### src/hw/tinyCore_settings.svh
// tiny accumulator core settings
// widths, queue depth and register counts shared by every block

`ifndef TINYCORE_SETTINGS_SVH
`define TINYCORE_SETTINGS_SVH

// register and data path width
`define DATA_WIDTH 8

// raw instruction width, top bit picks set-immediate or opcode form
`define INSTR_WIDTH 9

// micro-op queue entries, also the decoder's starting credit count
`define QUEUE_DEPTH 4

// temporaries t0..t3
`define NUM_TEMP 4

// accumulators acc0..acc5
`define NUM_ACC 6

`endif

### src/hw/tinyCorePkg.sv
// tiny accumulator core types
// instruction views, register ids, opcodes, ALU ops, micro-op and
// write-back records

`include "tinyCore_settings.svh"

package tinyCorePkg;

  // set immediate view, top bit clear
  typedef struct packed {
    logic                    isOp;
    logic [`INSTR_WIDTH-2:0] imm;
  } setImm_t;

  // opcode view, top bit set
  typedef struct packed {
    logic       isOp;
    logic [5:0] opcode;
    logic [1:0] arg;
  } opForm_t;

  // one 9-bit word, two decodings
  typedef union packed {
    setImm_t setImm;
    opForm_t opForm;
  } instrWord_t;

  // as a hex digit: 0..5 are acc0..acc5, 8..b are t0..t3
  typedef struct packed {
    logic       isTemp;
    logic [2:0] index;
  } regId_t;

  // kept opcodes only, anything else is dropped by the decoder
  typedef enum logic [5:0] {
    OP_LDR1  = 6'b000101,
    OP_LDR4  = 6'b000110,
    OP_LDR5  = 6'b000111,
    OP_ADD1  = 6'b001000,
    OP_ADD4  = 6'b001001,
    OP_ADD5  = 6'b001010,
    OP_SUB1  = 6'b001101,
    OP_SUB3  = 6'b001110,
    OP_SUB4  = 6'b001111,
    OP_SUB5  = 6'b010000,
    OP_STR1  = 6'b010010,
    OP_STR2  = 6'b010011,
    OP_STR3  = 6'b010100,
    OP_MOV   = 6'b011010,
    OP_SRL   = 6'b011011,
    OP_SRA   = 6'b011100,
    OP_ZERO0 = 6'b100010,
    OP_ZERO2 = 6'b100011,
    OP_ZERO3 = 6'b100100,
    OP_ZERO4 = 6'b100101,
    OP_SRL4  = 6'b100110,
    OP_SRA5  = 6'b100111,
    OP_SLF0  = 6'b101001,
    OP_SLF1  = 6'b101010,
    OP_SLF2  = 6'b101011,
    OP_CP0_5 = 6'b101111,
    OP_ADD25 = 6'b110000,
    OP_SUB25 = 6'b110001,
    OP_HALT  = 6'b110110
  } opcode_e;

  typedef enum logic [2:0] {
    ALU_PASS  = 3'd0,
    ALU_ADD   = 3'd1,
    ALU_SUB   = 3'd2,
    ALU_SRL   = 3'd3,
    ALU_SRA   = 3'd4,
    ALU_SLL   = 3'd5,
    ALU_CLEAR = 3'd6
  } aluOp_e;

  // result = srcA op srcB, or imm when pass has useImm set
  // halt: aluOp clear, dst equal to srcA, top bit of imm set
  typedef struct packed {
    regId_t                 dst;
    regId_t                 srcA;
    regId_t                 srcB;
    aluOp_e                 aluOp;
    logic                   useImm;
    logic [`DATA_WIDTH-1:0] imm;
  } microOp_t;

  // one record per register write
  typedef struct packed {
    regId_t                 dst;
    logic [`DATA_WIDTH-1:0] data;
  } wbRecord_t;

endpackage

### src/hw/instrDecoder.sv
// instruction decoder
// turns accepted 9-bit instructions into micro-ops for the queue and
// keeps one credit per free queue entry

`timescale 1ns/1ns

`include "tinyCore_settings.svh"

module instrDecoder (
  input  logic                   clk,
  input  logic                   reset,
  input  tinyCorePkg::instrWord_t instr,
  input  logic                   instrValid,
  output logic                   instrReady,
  input  logic                   creditReturn,
  output logic                   pushValid,
  output tinyCorePkg::microOp_t  pushOp
);

  localparam int CREDIT_W = $clog2(`QUEUE_DEPTH + 1);

  logic [CREDIT_W-1:0]   credits;
  tinyCorePkg::microOp_t decOp;
  logic                  decKeep;
  tinyCorePkg::regId_t   argT;
  logic                  accept;
  logic                  spend;

  // accumulator id from index
  function automatic tinyCorePkg::regId_t accId(input logic [2:0] idx);
    tinyCorePkg::regId_t id;
    id.isTemp = 1'b0;
    id.index  = idx;
    return id;
  endfunction

  // temporary id from index
  function automatic tinyCorePkg::regId_t tmpId(input logic [1:0] idx);
    tinyCorePkg::regId_t id;
    id.isTemp = 1'b1;
    id.index  = {1'b0, idx};
    return id;
  endfunction

  // register-only micro-op, no immediate
  function automatic tinyCorePkg::microOp_t mkOp(
    input tinyCorePkg::regId_t dst,
    input tinyCorePkg::regId_t srcA,
    input tinyCorePkg::regId_t srcB,
    input tinyCorePkg::aluOp_e aluOp
  );
    tinyCorePkg::microOp_t op;
    op.dst    = dst;
    op.srcA   = srcA;
    op.srcB   = srcB;
    op.aluOp  = aluOp;
    op.useImm = 1'b0;
    op.imm    = '0;
    return op;
  endfunction

  // ready only on credit, never looks at instrValid
  assign instrReady = (credits != '0);
  assign accept     = instrValid && instrReady;
  // dropped opcodes are accepted but cost nothing
  assign spend      = accept && decKeep;

  // the temporary named by the arg field
  assign argT = tmpId(instr.opForm.arg);

  always_comb begin
    decOp   = mkOp(accId(3'd0), accId(3'd0), accId(3'd0), tinyCorePkg::ALU_PASS);
    decKeep = 1'b1;
    if (!instr.setImm.isOp) begin
      // set immediate into t0
      decOp        = mkOp(tmpId(2'd0), tmpId(2'd0), tmpId(2'd0), tinyCorePkg::ALU_PASS);
      decOp.useImm = 1'b1;
      decOp.imm    = instr.setImm.imm;
    end else begin
      case (instr.opForm.opcode)
        // loads from a temporary
        tinyCorePkg::OP_LDR1: decOp = mkOp(accId(3'd1), argT, argT, tinyCorePkg::ALU_PASS);
        tinyCorePkg::OP_LDR4: decOp = mkOp(accId(3'd4), argT, argT, tinyCorePkg::ALU_PASS);
        tinyCorePkg::OP_LDR5: decOp = mkOp(accId(3'd5), argT, argT, tinyCorePkg::ALU_PASS);
        // accumulator plus or minus temporary
        tinyCorePkg::OP_ADD1: decOp = mkOp(accId(3'd1), accId(3'd1), argT, tinyCorePkg::ALU_ADD);
        tinyCorePkg::OP_ADD4: decOp = mkOp(accId(3'd4), accId(3'd4), argT, tinyCorePkg::ALU_ADD);
        tinyCorePkg::OP_ADD5: decOp = mkOp(accId(3'd5), accId(3'd5), argT, tinyCorePkg::ALU_ADD);
        tinyCorePkg::OP_SUB1: decOp = mkOp(accId(3'd1), accId(3'd1), argT, tinyCorePkg::ALU_SUB);
        tinyCorePkg::OP_SUB3: decOp = mkOp(accId(3'd3), accId(3'd3), argT, tinyCorePkg::ALU_SUB);
        tinyCorePkg::OP_SUB4: decOp = mkOp(accId(3'd4), accId(3'd4), argT, tinyCorePkg::ALU_SUB);
        tinyCorePkg::OP_SUB5: decOp = mkOp(accId(3'd5), accId(3'd5), argT, tinyCorePkg::ALU_SUB);
        // stores into a temporary
        tinyCorePkg::OP_STR1: decOp = mkOp(argT, accId(3'd1), argT, tinyCorePkg::ALU_PASS);
        tinyCorePkg::OP_STR2: decOp = mkOp(argT, accId(3'd2), argT, tinyCorePkg::ALU_PASS);
        tinyCorePkg::OP_STR3: decOp = mkOp(argT, accId(3'd3), argT, tinyCorePkg::ALU_PASS);
        tinyCorePkg::OP_MOV:  decOp = mkOp(argT, tmpId(2'd0), argT, tinyCorePkg::ALU_PASS);
        // in-place shifts of a temporary
        tinyCorePkg::OP_SRL:  decOp = mkOp(argT, argT, argT, tinyCorePkg::ALU_SRL);
        tinyCorePkg::OP_SRA:  decOp = mkOp(argT, argT, argT, tinyCorePkg::ALU_SRA);
        // clears, sources unused
        tinyCorePkg::OP_ZERO0: decOp = mkOp(accId(3'd0), accId(3'd0), accId(3'd0),
                                            tinyCorePkg::ALU_CLEAR);
        tinyCorePkg::OP_ZERO2: decOp = mkOp(accId(3'd2), accId(3'd2), accId(3'd2),
                                            tinyCorePkg::ALU_CLEAR);
        tinyCorePkg::OP_ZERO3: decOp = mkOp(accId(3'd3), accId(3'd3), accId(3'd3),
                                            tinyCorePkg::ALU_CLEAR);
        tinyCorePkg::OP_ZERO4: decOp = mkOp(accId(3'd4), accId(3'd4), accId(3'd4),
                                            tinyCorePkg::ALU_CLEAR);
        // in-place accumulator shifts
        tinyCorePkg::OP_SRL4: decOp = mkOp(accId(3'd4), accId(3'd4), accId(3'd4),
                                           tinyCorePkg::ALU_SRL);
        tinyCorePkg::OP_SRA5: decOp = mkOp(accId(3'd5), accId(3'd5), accId(3'd5),
                                           tinyCorePkg::ALU_SRA);
        tinyCorePkg::OP_SLF0: decOp = mkOp(accId(3'd0), accId(3'd0), accId(3'd0),
                                           tinyCorePkg::ALU_SLL);
        tinyCorePkg::OP_SLF1: decOp = mkOp(accId(3'd1), accId(3'd1), accId(3'd1),
                                           tinyCorePkg::ALU_SLL);
        tinyCorePkg::OP_SLF2: decOp = mkOp(accId(3'd2), accId(3'd2), accId(3'd2),
                                           tinyCorePkg::ALU_SLL);
        // acc0 into acc5
        tinyCorePkg::OP_CP0_5: decOp = mkOp(accId(3'd5), accId(3'd0), accId(3'd0),
                                            tinyCorePkg::ALU_PASS);
        // acc2 with acc5, result lands in acc2
        tinyCorePkg::OP_ADD25: decOp = mkOp(accId(3'd2), accId(3'd2), accId(3'd5),
                                            tinyCorePkg::ALU_ADD);
        tinyCorePkg::OP_SUB25: decOp = mkOp(accId(3'd2), accId(3'd2), accId(3'd5),
                                            tinyCorePkg::ALU_SUB);
        tinyCorePkg::OP_HALT: begin
          // clear with marker bit, executor stops on it
          decOp = mkOp(accId(3'd0), accId(3'd0), accId(3'd0), tinyCorePkg::ALU_CLEAR);
          decOp.imm[`DATA_WIDTH-1] = 1'b1;
        end
        // memory, branch, flag and 3-operand forms
        default: decKeep = 1'b0;
      endcase
    end
  end

  // micro-op register, one push per kept instruction
  always_ff @(posedge clk) begin
    if (reset) begin
      pushValid <= 1'b0;
    end else begin
      pushValid <= spend;
    end
    if (spend) begin
      pushOp <= decOp;
    end
  end

  // credit taken at decode so the registered push always has a slot
  always_ff @(posedge clk) begin
    if (reset) begin
      credits <= CREDIT_W'(`QUEUE_DEPTH);
    end else begin
      case ({spend, creditReturn})
        2'b10:   credits <= credits - 1'b1;
        2'b01:   credits <= credits + 1'b1;
        default: credits <= credits;
      endcase
    end
  end

endmodule

### src/hw/microOpQueue.sv
// micro-op queue
// circular FIFO between decoder and executor, one credit back per pop

`timescale 1ns/1ns

`include "tinyCore_settings.svh"

module microOpQueue (
  input  logic                  clk,
  input  logic                  reset,
  input  logic                  pushValid,
  input  tinyCorePkg::microOp_t pushOp,
  output logic                  popValid,
  output tinyCorePkg::microOp_t popOp,
  input  logic                  popTake,
  output logic                  creditReturn
);

  localparam int PTR_W   = $clog2(`QUEUE_DEPTH);
  localparam int COUNT_W = $clog2(`QUEUE_DEPTH + 1);

  tinyCorePkg::microOp_t entries [`QUEUE_DEPTH];
  logic [PTR_W-1:0]      wrPtr;
  logic [PTR_W-1:0]      rdPtr;
  logic [COUNT_W-1:0]    count;
  logic                  doPop;

  // wrap at depth, depth need not be a power of two
  function automatic logic [PTR_W-1:0] nextPtr(input logic [PTR_W-1:0] ptr);
    return (ptr == PTR_W'(`QUEUE_DEPTH - 1)) ? '0 : ptr + 1'b1;
  endfunction

  assign popValid = (count != '0);
  assign popOp    = entries[rdPtr];
  assign doPop    = popTake && popValid;

  // storage, no reset
  always_ff @(posedge clk) begin
    if (pushValid) begin
      entries[wrPtr] <= pushOp;
    end
  end

  // pointers and occupancy
  // credits upstream keep pushes off a full queue
  always_ff @(posedge clk) begin
    if (reset) begin
      wrPtr <= '0;
      rdPtr <= '0;
      count <= '0;
    end else begin
      if (pushValid) begin
        wrPtr <= nextPtr(wrPtr);
      end
      if (doPop) begin
        rdPtr <= nextPtr(rdPtr);
      end
      case ({pushValid, doPop})
        2'b10:   count <= count + 1'b1;
        2'b01:   count <= count - 1'b1;
        default: count <= count;
      endcase
    end
  end

  // credit pulse a cycle after each pop
  always_ff @(posedge clk) begin
    if (reset) begin
      creditReturn <= 1'b0;
    end else begin
      creditReturn <= doPop;
    end
  end

endmodule

### src/hw/accumulatorExec.sv
// accumulator executor
// holds t0..t3 and acc0..acc5, runs one micro-op per cycle and
// reports each register write; stops for good on halt

`timescale 1ns/1ns

`include "tinyCore_settings.svh"

module accumulatorExec (
  input  logic                   clk,
  input  logic                   reset,
  input  logic                   popValid,
  input  tinyCorePkg::microOp_t  popOp,
  output logic                   popTake,
  output logic                   wbValid,
  output tinyCorePkg::wbRecord_t wb,
  output logic                   halted
);

  logic [`DATA_WIDTH-1:0] tempRegs [`NUM_TEMP];
  logic [`DATA_WIDTH-1:0] accRegs  [`NUM_ACC];
  logic [`DATA_WIDTH-1:0] opA;
  logic [`DATA_WIDTH-1:0] opB;
  logic [`DATA_WIDTH-1:0] result;
  logic                   isHaltOp;

  // take while something waits and not halted
  assign popTake = popValid && !halted;

  // operand read, temporaries use the low index bits
  assign opA = popOp.srcA.isTemp ? tempRegs[popOp.srcA.index[1:0]]
                                 : accRegs[popOp.srcA.index];
  assign opB = popOp.srcB.isTemp ? tempRegs[popOp.srcB.index[1:0]]
                                 : accRegs[popOp.srcB.index];

  // halt marker, as encoded by the decoder
  assign isHaltOp = (popOp.aluOp == tinyCorePkg::ALU_CLEAR)
                 && popOp.imm[`DATA_WIDTH-1]
                 && (popOp.dst == popOp.srcA);

  // ALU, everything wraps at 8 bits
  always_comb begin
    case (popOp.aluOp)
      tinyCorePkg::ALU_PASS:  result = popOp.useImm ? popOp.imm : opA;
      tinyCorePkg::ALU_ADD:   result = opA + opB;
      tinyCorePkg::ALU_SUB:   result = opA - opB;
      // single-bit shifts
      tinyCorePkg::ALU_SRL:   result = {1'b0, opA[`DATA_WIDTH-1:1]};
      tinyCorePkg::ALU_SRA:   result = {opA[`DATA_WIDTH-1], opA[`DATA_WIDTH-1:1]};
      tinyCorePkg::ALU_SLL:   result = {opA[`DATA_WIDTH-2:0], 1'b0};
      tinyCorePkg::ALU_CLEAR: result = '0;
      default:                result = '0;
    endcase
  end

  // register file write
  always_ff @(posedge clk) begin
    if (reset) begin
      for (int i = 0; i < `NUM_TEMP; i++) begin
        tempRegs[i] <= '0;
      end
      for (int i = 0; i < `NUM_ACC; i++) begin
        accRegs[i] <= '0;
      end
    end else if (popTake && !isHaltOp) begin
      if (popOp.dst.isTemp) begin
        tempRegs[popOp.dst.index[1:0]] <= result;
      end else begin
        accRegs[popOp.dst.index] <= result;
      end
    end
  end

  // halt state and write-back valid
  always_ff @(posedge clk) begin
    if (reset) begin
      halted  <= 1'b0;
      wbValid <= 1'b0;
    end else begin
      wbValid <= popTake && !isHaltOp;
      if (popTake && isHaltOp) begin
        halted <= 1'b1;
      end
    end
  end

  // write-back payload, same cycle as the register update
  always_ff @(posedge clk) begin
    if (popTake && !isHaltOp) begin
      wb.dst  <= popOp.dst;
      wb.data <= result;
    end
  end

endmodule

### src/hw/tinyCore.sv
// tiny accumulator core top
// decoder feeds micro-ops into the queue on credit, executor drains
// them and reports register writes

`timescale 1ns/1ns

module tinyCore (
  input  logic                   clk,
  input  logic                   reset,
  input  tinyCorePkg::instrWord_t instr,
  input  logic                   instrValid,
  output logic                   instrReady,
  output logic                   wbValid,
  output tinyCorePkg::wbRecord_t wb,
  output logic                   halted
);

  // decoder to queue
  logic                  pushValid;
  tinyCorePkg::microOp_t pushOp;
  logic                  creditReturn;

  // queue to executor
  logic                  popValid;
  tinyCorePkg::microOp_t popOp;
  logic                  popTake;

  instrDecoder i_decoder (
    .clk          (clk),
    .reset        (reset),
    .instr        (instr),
    .instrValid   (instrValid),
    .instrReady   (instrReady),
    .creditReturn (creditReturn),
    .pushValid    (pushValid),
    .pushOp       (pushOp)
  );

  microOpQueue i_queue (
    .clk          (clk),
    .reset        (reset),
    .pushValid    (pushValid),
    .pushOp       (pushOp),
    .popValid     (popValid),
    .popOp        (popOp),
    .popTake      (popTake),
    .creditReturn (creditReturn)
  );

  accumulatorExec i_exec (
    .clk      (clk),
    .reset    (reset),
    .popValid (popValid),
    .popOp    (popOp),
    .popTake  (popTake),
    .wbValid  (wbValid),
    .wb       (wb),
    .halted   (halted)
  );

endmodule

### config.mk
export PLATFORM = sky130hd
export DESIGN_NAME = tinyCore
export DESIGN_NICKNAME = d
export VERILOG_FILES = /design/src/hw/tinyCorePkg.sv /design/src/hw/instrDecoder.sv /design/src/hw/microOpQueue.sv /design/src/hw/accumulatorExec.sv /design/src/hw/tinyCore.sv
export VERILOG_INCLUDE_DIRS = /design/src /design/src/hw
export SDC_FILE = /design/constraint.sdc
export NUM_CORES = 1
export LEC_CHECK = 0
export ABC_AREA = 0
export BUFFER_PORTS_ARGS = -buffer_cell sky130_fd_sc_hd__buf_4
export CORE_MARGIN = 5
export CORE_UTILIZATION = 50
export DETAILED_ROUTE_END_ITERATION = 6
export PLACE_DENSITY = 0.64
export SYNTH_ARGS = -nofsm -noshare
export SYNTH_HDL_FRONTEND = slang
export SYNTH_SLANG_ARGS = --single-unit
export TNS_END_PERCENT = 20
### constraint.sdc
create_clock -name clk -period 5.35 [get_ports clk]
set_input_delay 1.605 -clock clk [delete_from_list [all_inputs] [get_ports clk]]
set_output_delay 1.605 -clock clk [all_outputs]
set_load 0.02 [all_outputs]
==> flow_metrics.env <==
export IMPL_max_cap_viol_count=0
export IMPL_r2r_cells=16
export IMPL_worstSetupEndpointType="flip-flop"
export IMPL_fin_ws_ps=401
export IMPL_synth_common_cells="228 x edfxtp_1, 124 x nor2_1, 80 x nand2_1, 58 x a21oi_1, 57 x mux2i_1"
export IMPL_drive_above_1_share_pct=19.3
export IMPL_status="complete, no violations"
export IMPL_critPathRequiredTime_ps=5740
export IMPL_avgViaCountPerCell=5.93
export IMPL_ys_flop_type="edfxtp_1"
export IMPL_portBuffers=26
export IMPL_yosysTopAreaCell="edfxtp_1"
export IMPL_syn_area_um2=12500
export IMPL_rows=57
export IMPL_clkPwrFrac_pct=22.5
export IMPL_hp_class="reg2reg"
export IMPL_internal_power_uw=4840
export IMPL_slew_headroom_pct=37.7
export IMPL_floorplan_initialDensity_pct=51.0
export IMPL_grt_max_degree=38
export IMPL_drc=0
export IMPL_synth_seq_area_share_pct=57.5
export IMPL_switchingPower_uw=3040
export IMPL_io_pins=27
export IMPL_crit_slowest_cell="mux4_2"
export IMPL_final_min_clock_period_ps=4950
export IMPL_synth_edff_count=228
export IMPL_antenna_found_initial=0
export IMPL_crit_fanout=11
export IMPL_antenna_cells=0
export IMPL_worstSetupStartpointType="flip-flop"
export IMPL_vias=8173
export IMPL_crit_buf_inv=2
export IMPL_grt_overflow_total=0
export IMPL_nNetsFinal=1065
export IMPL_cts_root_buffer="clkbuf_16"
export IMPL_fin_crit_sh_pct=92.5
export IMPL_synth_top_cell_area_share_pct=54.9
export IMPL_cts_made_buffers=26
export IMPL_r2r_setup_slack_ps=400
export IMPL_fill_cells=1976
export IMPL_p_leak_uw=0.00501
export IMPL_clock_sinks=244
export IMPL_rsz0062_at_grt="no"
export IMPL_path_depth=16
export IMPL_track_usage_pct=21.2
export IMPL_synth_area_leaders="edfxtp_1 55%, mux4_2 8.1%, mux2i_1 4.6%, nor2_1 3.7%, dfxtp_1 2.6%"
export IMPL_coreArea_um2=24500
export IMPL_yosysMostFrequentCell="edfxtp_1"
export IMPL_slew_violations=0
export IMPL_htreeDepth=1
export IMPL_power_frac_comb_pct=45.5
export IMPL_dieWidth_um=168
export IMPL_critical_path_cell_chain="buf_4 -> mux4_2 -> buf_4 -> mux4_2 -> nor2b_1 -> a211oi_1 -> a21oi_1 -> ha_1 -> a21boi_0 -> o21ai_1 -> a21boi_0 -> o21a_1 -> nor2_1 -> xnor2_2 -> mux2_4 -> a21oi_2"
export IMPL_dr_pass1_iters=5
export IMPL_critPathTopFamily="compound AO/OA/AOI/OAI gates"
export IMPL_syn_avg_cell_area_um2=12.5
export IMPL_finalSetupViolCount=0
export IMPL_first_global_vias=8305
export IMPL_hold_viol_final=0
export IMPL_path_class="reg2reg"
export IMPL_dpl_hpwl_um=21000
export IMPL_hold_depth=0
export IMPL_postRouteAntennaNets=0
export IMPL_clock_latency_ps=550
export IMPL_max_freq_ghz=0.202
export IMPL_die_area_um2=28200
export IMPL_grt_pass1_wl_um=47200
export IMPL_routedWlPerCell_um=21.8
export IMPL_drt_initial_drc_count=713
export IMPL_syn_to_final_growth_pct=11.8
export IMPL_ir_worst_vdd_v=0.000324
export IMPL_ys_seq_elements=244
export IMPL_syn_inst=996
export IMPL_critPathCapture="i_exec.accRegs[6][7]$_DFFE_PP_"
export IMPL_ys_warn_count=0
export IMPL_worst_pin_slew_ps=931
export IMPL_dieHeight_um=168
export IMPL_r2r_end="i_exec.accRegs[6][7]$_DFFE_PP_"
export IMPL_synth_fp_nets=1026
export IMPL_slowest_delay_ps=690
export IMPL_yosysUniqueCellTypes=69
export IMPL_clock_skew_ps=27.8
export IMPL_swShare_pct=38.6
export IMPL_wirelength_um=30100
export IMPL_pre_cts_ws_ps=208
export IMPL_cts_clk_slew_worst_paths_ps=60
export IMPL_synth_async_sr_flop_share_pct=0
export IMPL_tritoncts="built"
export IMPL_routabilityCongestion=0.906
export IMPL_cp_arrival_ps=5340
export IMPL_tns_ps=0
export IMPL_clk_path_buf_depth=3
export IMPL_powerDensity_nw_per_um2=565
export IMPL_pwr_share_seq_pct=32.0
## power groups by stage
stage	registers, uW	clock network, uW	logic, uW
after detailed placement	2560	0	3520
final	2520	1780	3580
after global placement	2550	0	3500
after floorplan	2570	0	2630
after CTS	2520	1810	3540
after global routing	2550	1900	3900
## cells by family (layout without fill, tap and decap cells)
kind of cell    after synthesis  after routing  synth area share, %
compound gates              194            194                 10.2
mux                         111            111                 13.5
buf+inv                      97            156                 3.93
xor+xnor                     18             18                 1.32
simple gates                314            314                 11.5
fa+ha+maj                    18             18                 1.99
flops                       244            244                 57.5
## how the worst min path moves through the flow
stage | slack, ps | start | to
floorplan | 450 | i_queue.count[2]$_SDFFE_PP0P_ | i_queue.count[2]$_SDFFE_PP0P_
global placement | 470 | i_queue.count[2]$_SDFFE_PP0P_ | i_queue.count[2]$_SDFFE_PP0P_
detailed placement | 480 | i_decoder.pushOp[13]$_SDFFCE_PN0P_ | i_queue.entries[3][13]$_DFFE_PP_
CTS | 470 | i_decoder.pushOp[12]$_SDFFCE_PN0P_ | i_queue.entries[0][12]$_DFFE_PP_
global route | 500 | i_decoder.pushOp[12]$_SDFFCE_PN0P_ | i_queue.entries[0][12]$_DFFE_PP_
finish | 480 | i_decoder.pushOp[12]$_SDFFCE_PN0P_ | i_queue.entries[0][12]$_DFFE_PP_
## flip-flops by register name, summed over array words and instances (netlist names), named ones only
name / count
i_decoder.credits: 3
i_decoder.pushOp: 24
i_decoder.pushValid: 1
i_exec.accRegs: 64
i_exec.halted: 1
i_exec.tempRegs: 32
i_exec.wb: 12
i_exec.wbValid: 1
i_queue.count: 3
i_queue.creditReturn: 1
i_queue.entries: 96
i_queue.rdPtr: 2
i_queue.wrPtr: 2
## layout by cell type, fill, tap and decap left out, types with 3 or more instances in the layout
cell	Yosys	routed
edfxtp_1	228	228
nor2_1	124	124
nand2_1	80	79
buf_4	5	74
a21oi_1	58	58
mux2i_1	57	57
mux4_2	45	45
o21ai_0	35	34
nor2b_1	34	33
inv_1	27	27
clkbuf_16	0	26
nand2b_1	22	21
nand3_1	16	16
ha_1	15	15
dfxtp_1	16	15
o22ai_1	13	13
a22oi_1	12	12
nor3_1	11	11
a21oi_2	11	11
clkinv_2	0	11
a31oi_1	10	10
xor2_1	10	10
a211oi_1	9	9
xnor2_1	7	7
o21ai_1	7	7
and3_1	7	7
mux2_2	6	6
inv_2	6	6
and2_1	6	6
o22a_1	5	5
or3_1	4	4
o211ai_1	4	4
nand3b_1	3	3
a21boi_0	3	3
a221oi_1	3	3
fa_1	3	3
clkbuf_1	25	3
## routing by layer
layer | global-route usage [%] | wire (um) | share of wire [%]
met5 | 0 | 0 | 0
met4 | 6.35 | 855 | 2.8
met3 | 3.09 | 1710 | 5.7
met2 | 36.1 | 14900 | 49
met1 | 28.5 | 12600 | 42
## stage by stage
stage	instances	hold WS [ps]	utilization, %	total power, uW	cell area [um^2]
2_1_floorplan	996	454	-	5200	12500
3_3_place_gp	1326	467	53.3	6050	13000
3_5_place_dp	1326	481	53.3	6080	13000
4_1_cts	1374	474	56.8	7870	13900
5_1_grt	1379	505	57.0	8350	13900
6_report	1379	478	57.0	7880	13900
## area by class of cell
type                       instances  area [um^2]  share of cell area (%)
inverter                          33          124                   0.888
sequential                       244         7170                    51.4
clock buffer                      31          689                    4.94
clock inverter                    17          166                    1.19
tap                              324          405                    2.91
multi-input combinational        655         4820                    34.6
timing repair buffer              75          567                    4.06
## what timing repair did
action,in CTS,in global routing
endpoints found under the setup margin,0,36
resized for setup,0,7
endpoints found under the hold margin,0,0
setup buffers,0,5
hold buffers,0,0
(Power assumes the default switching activity.)
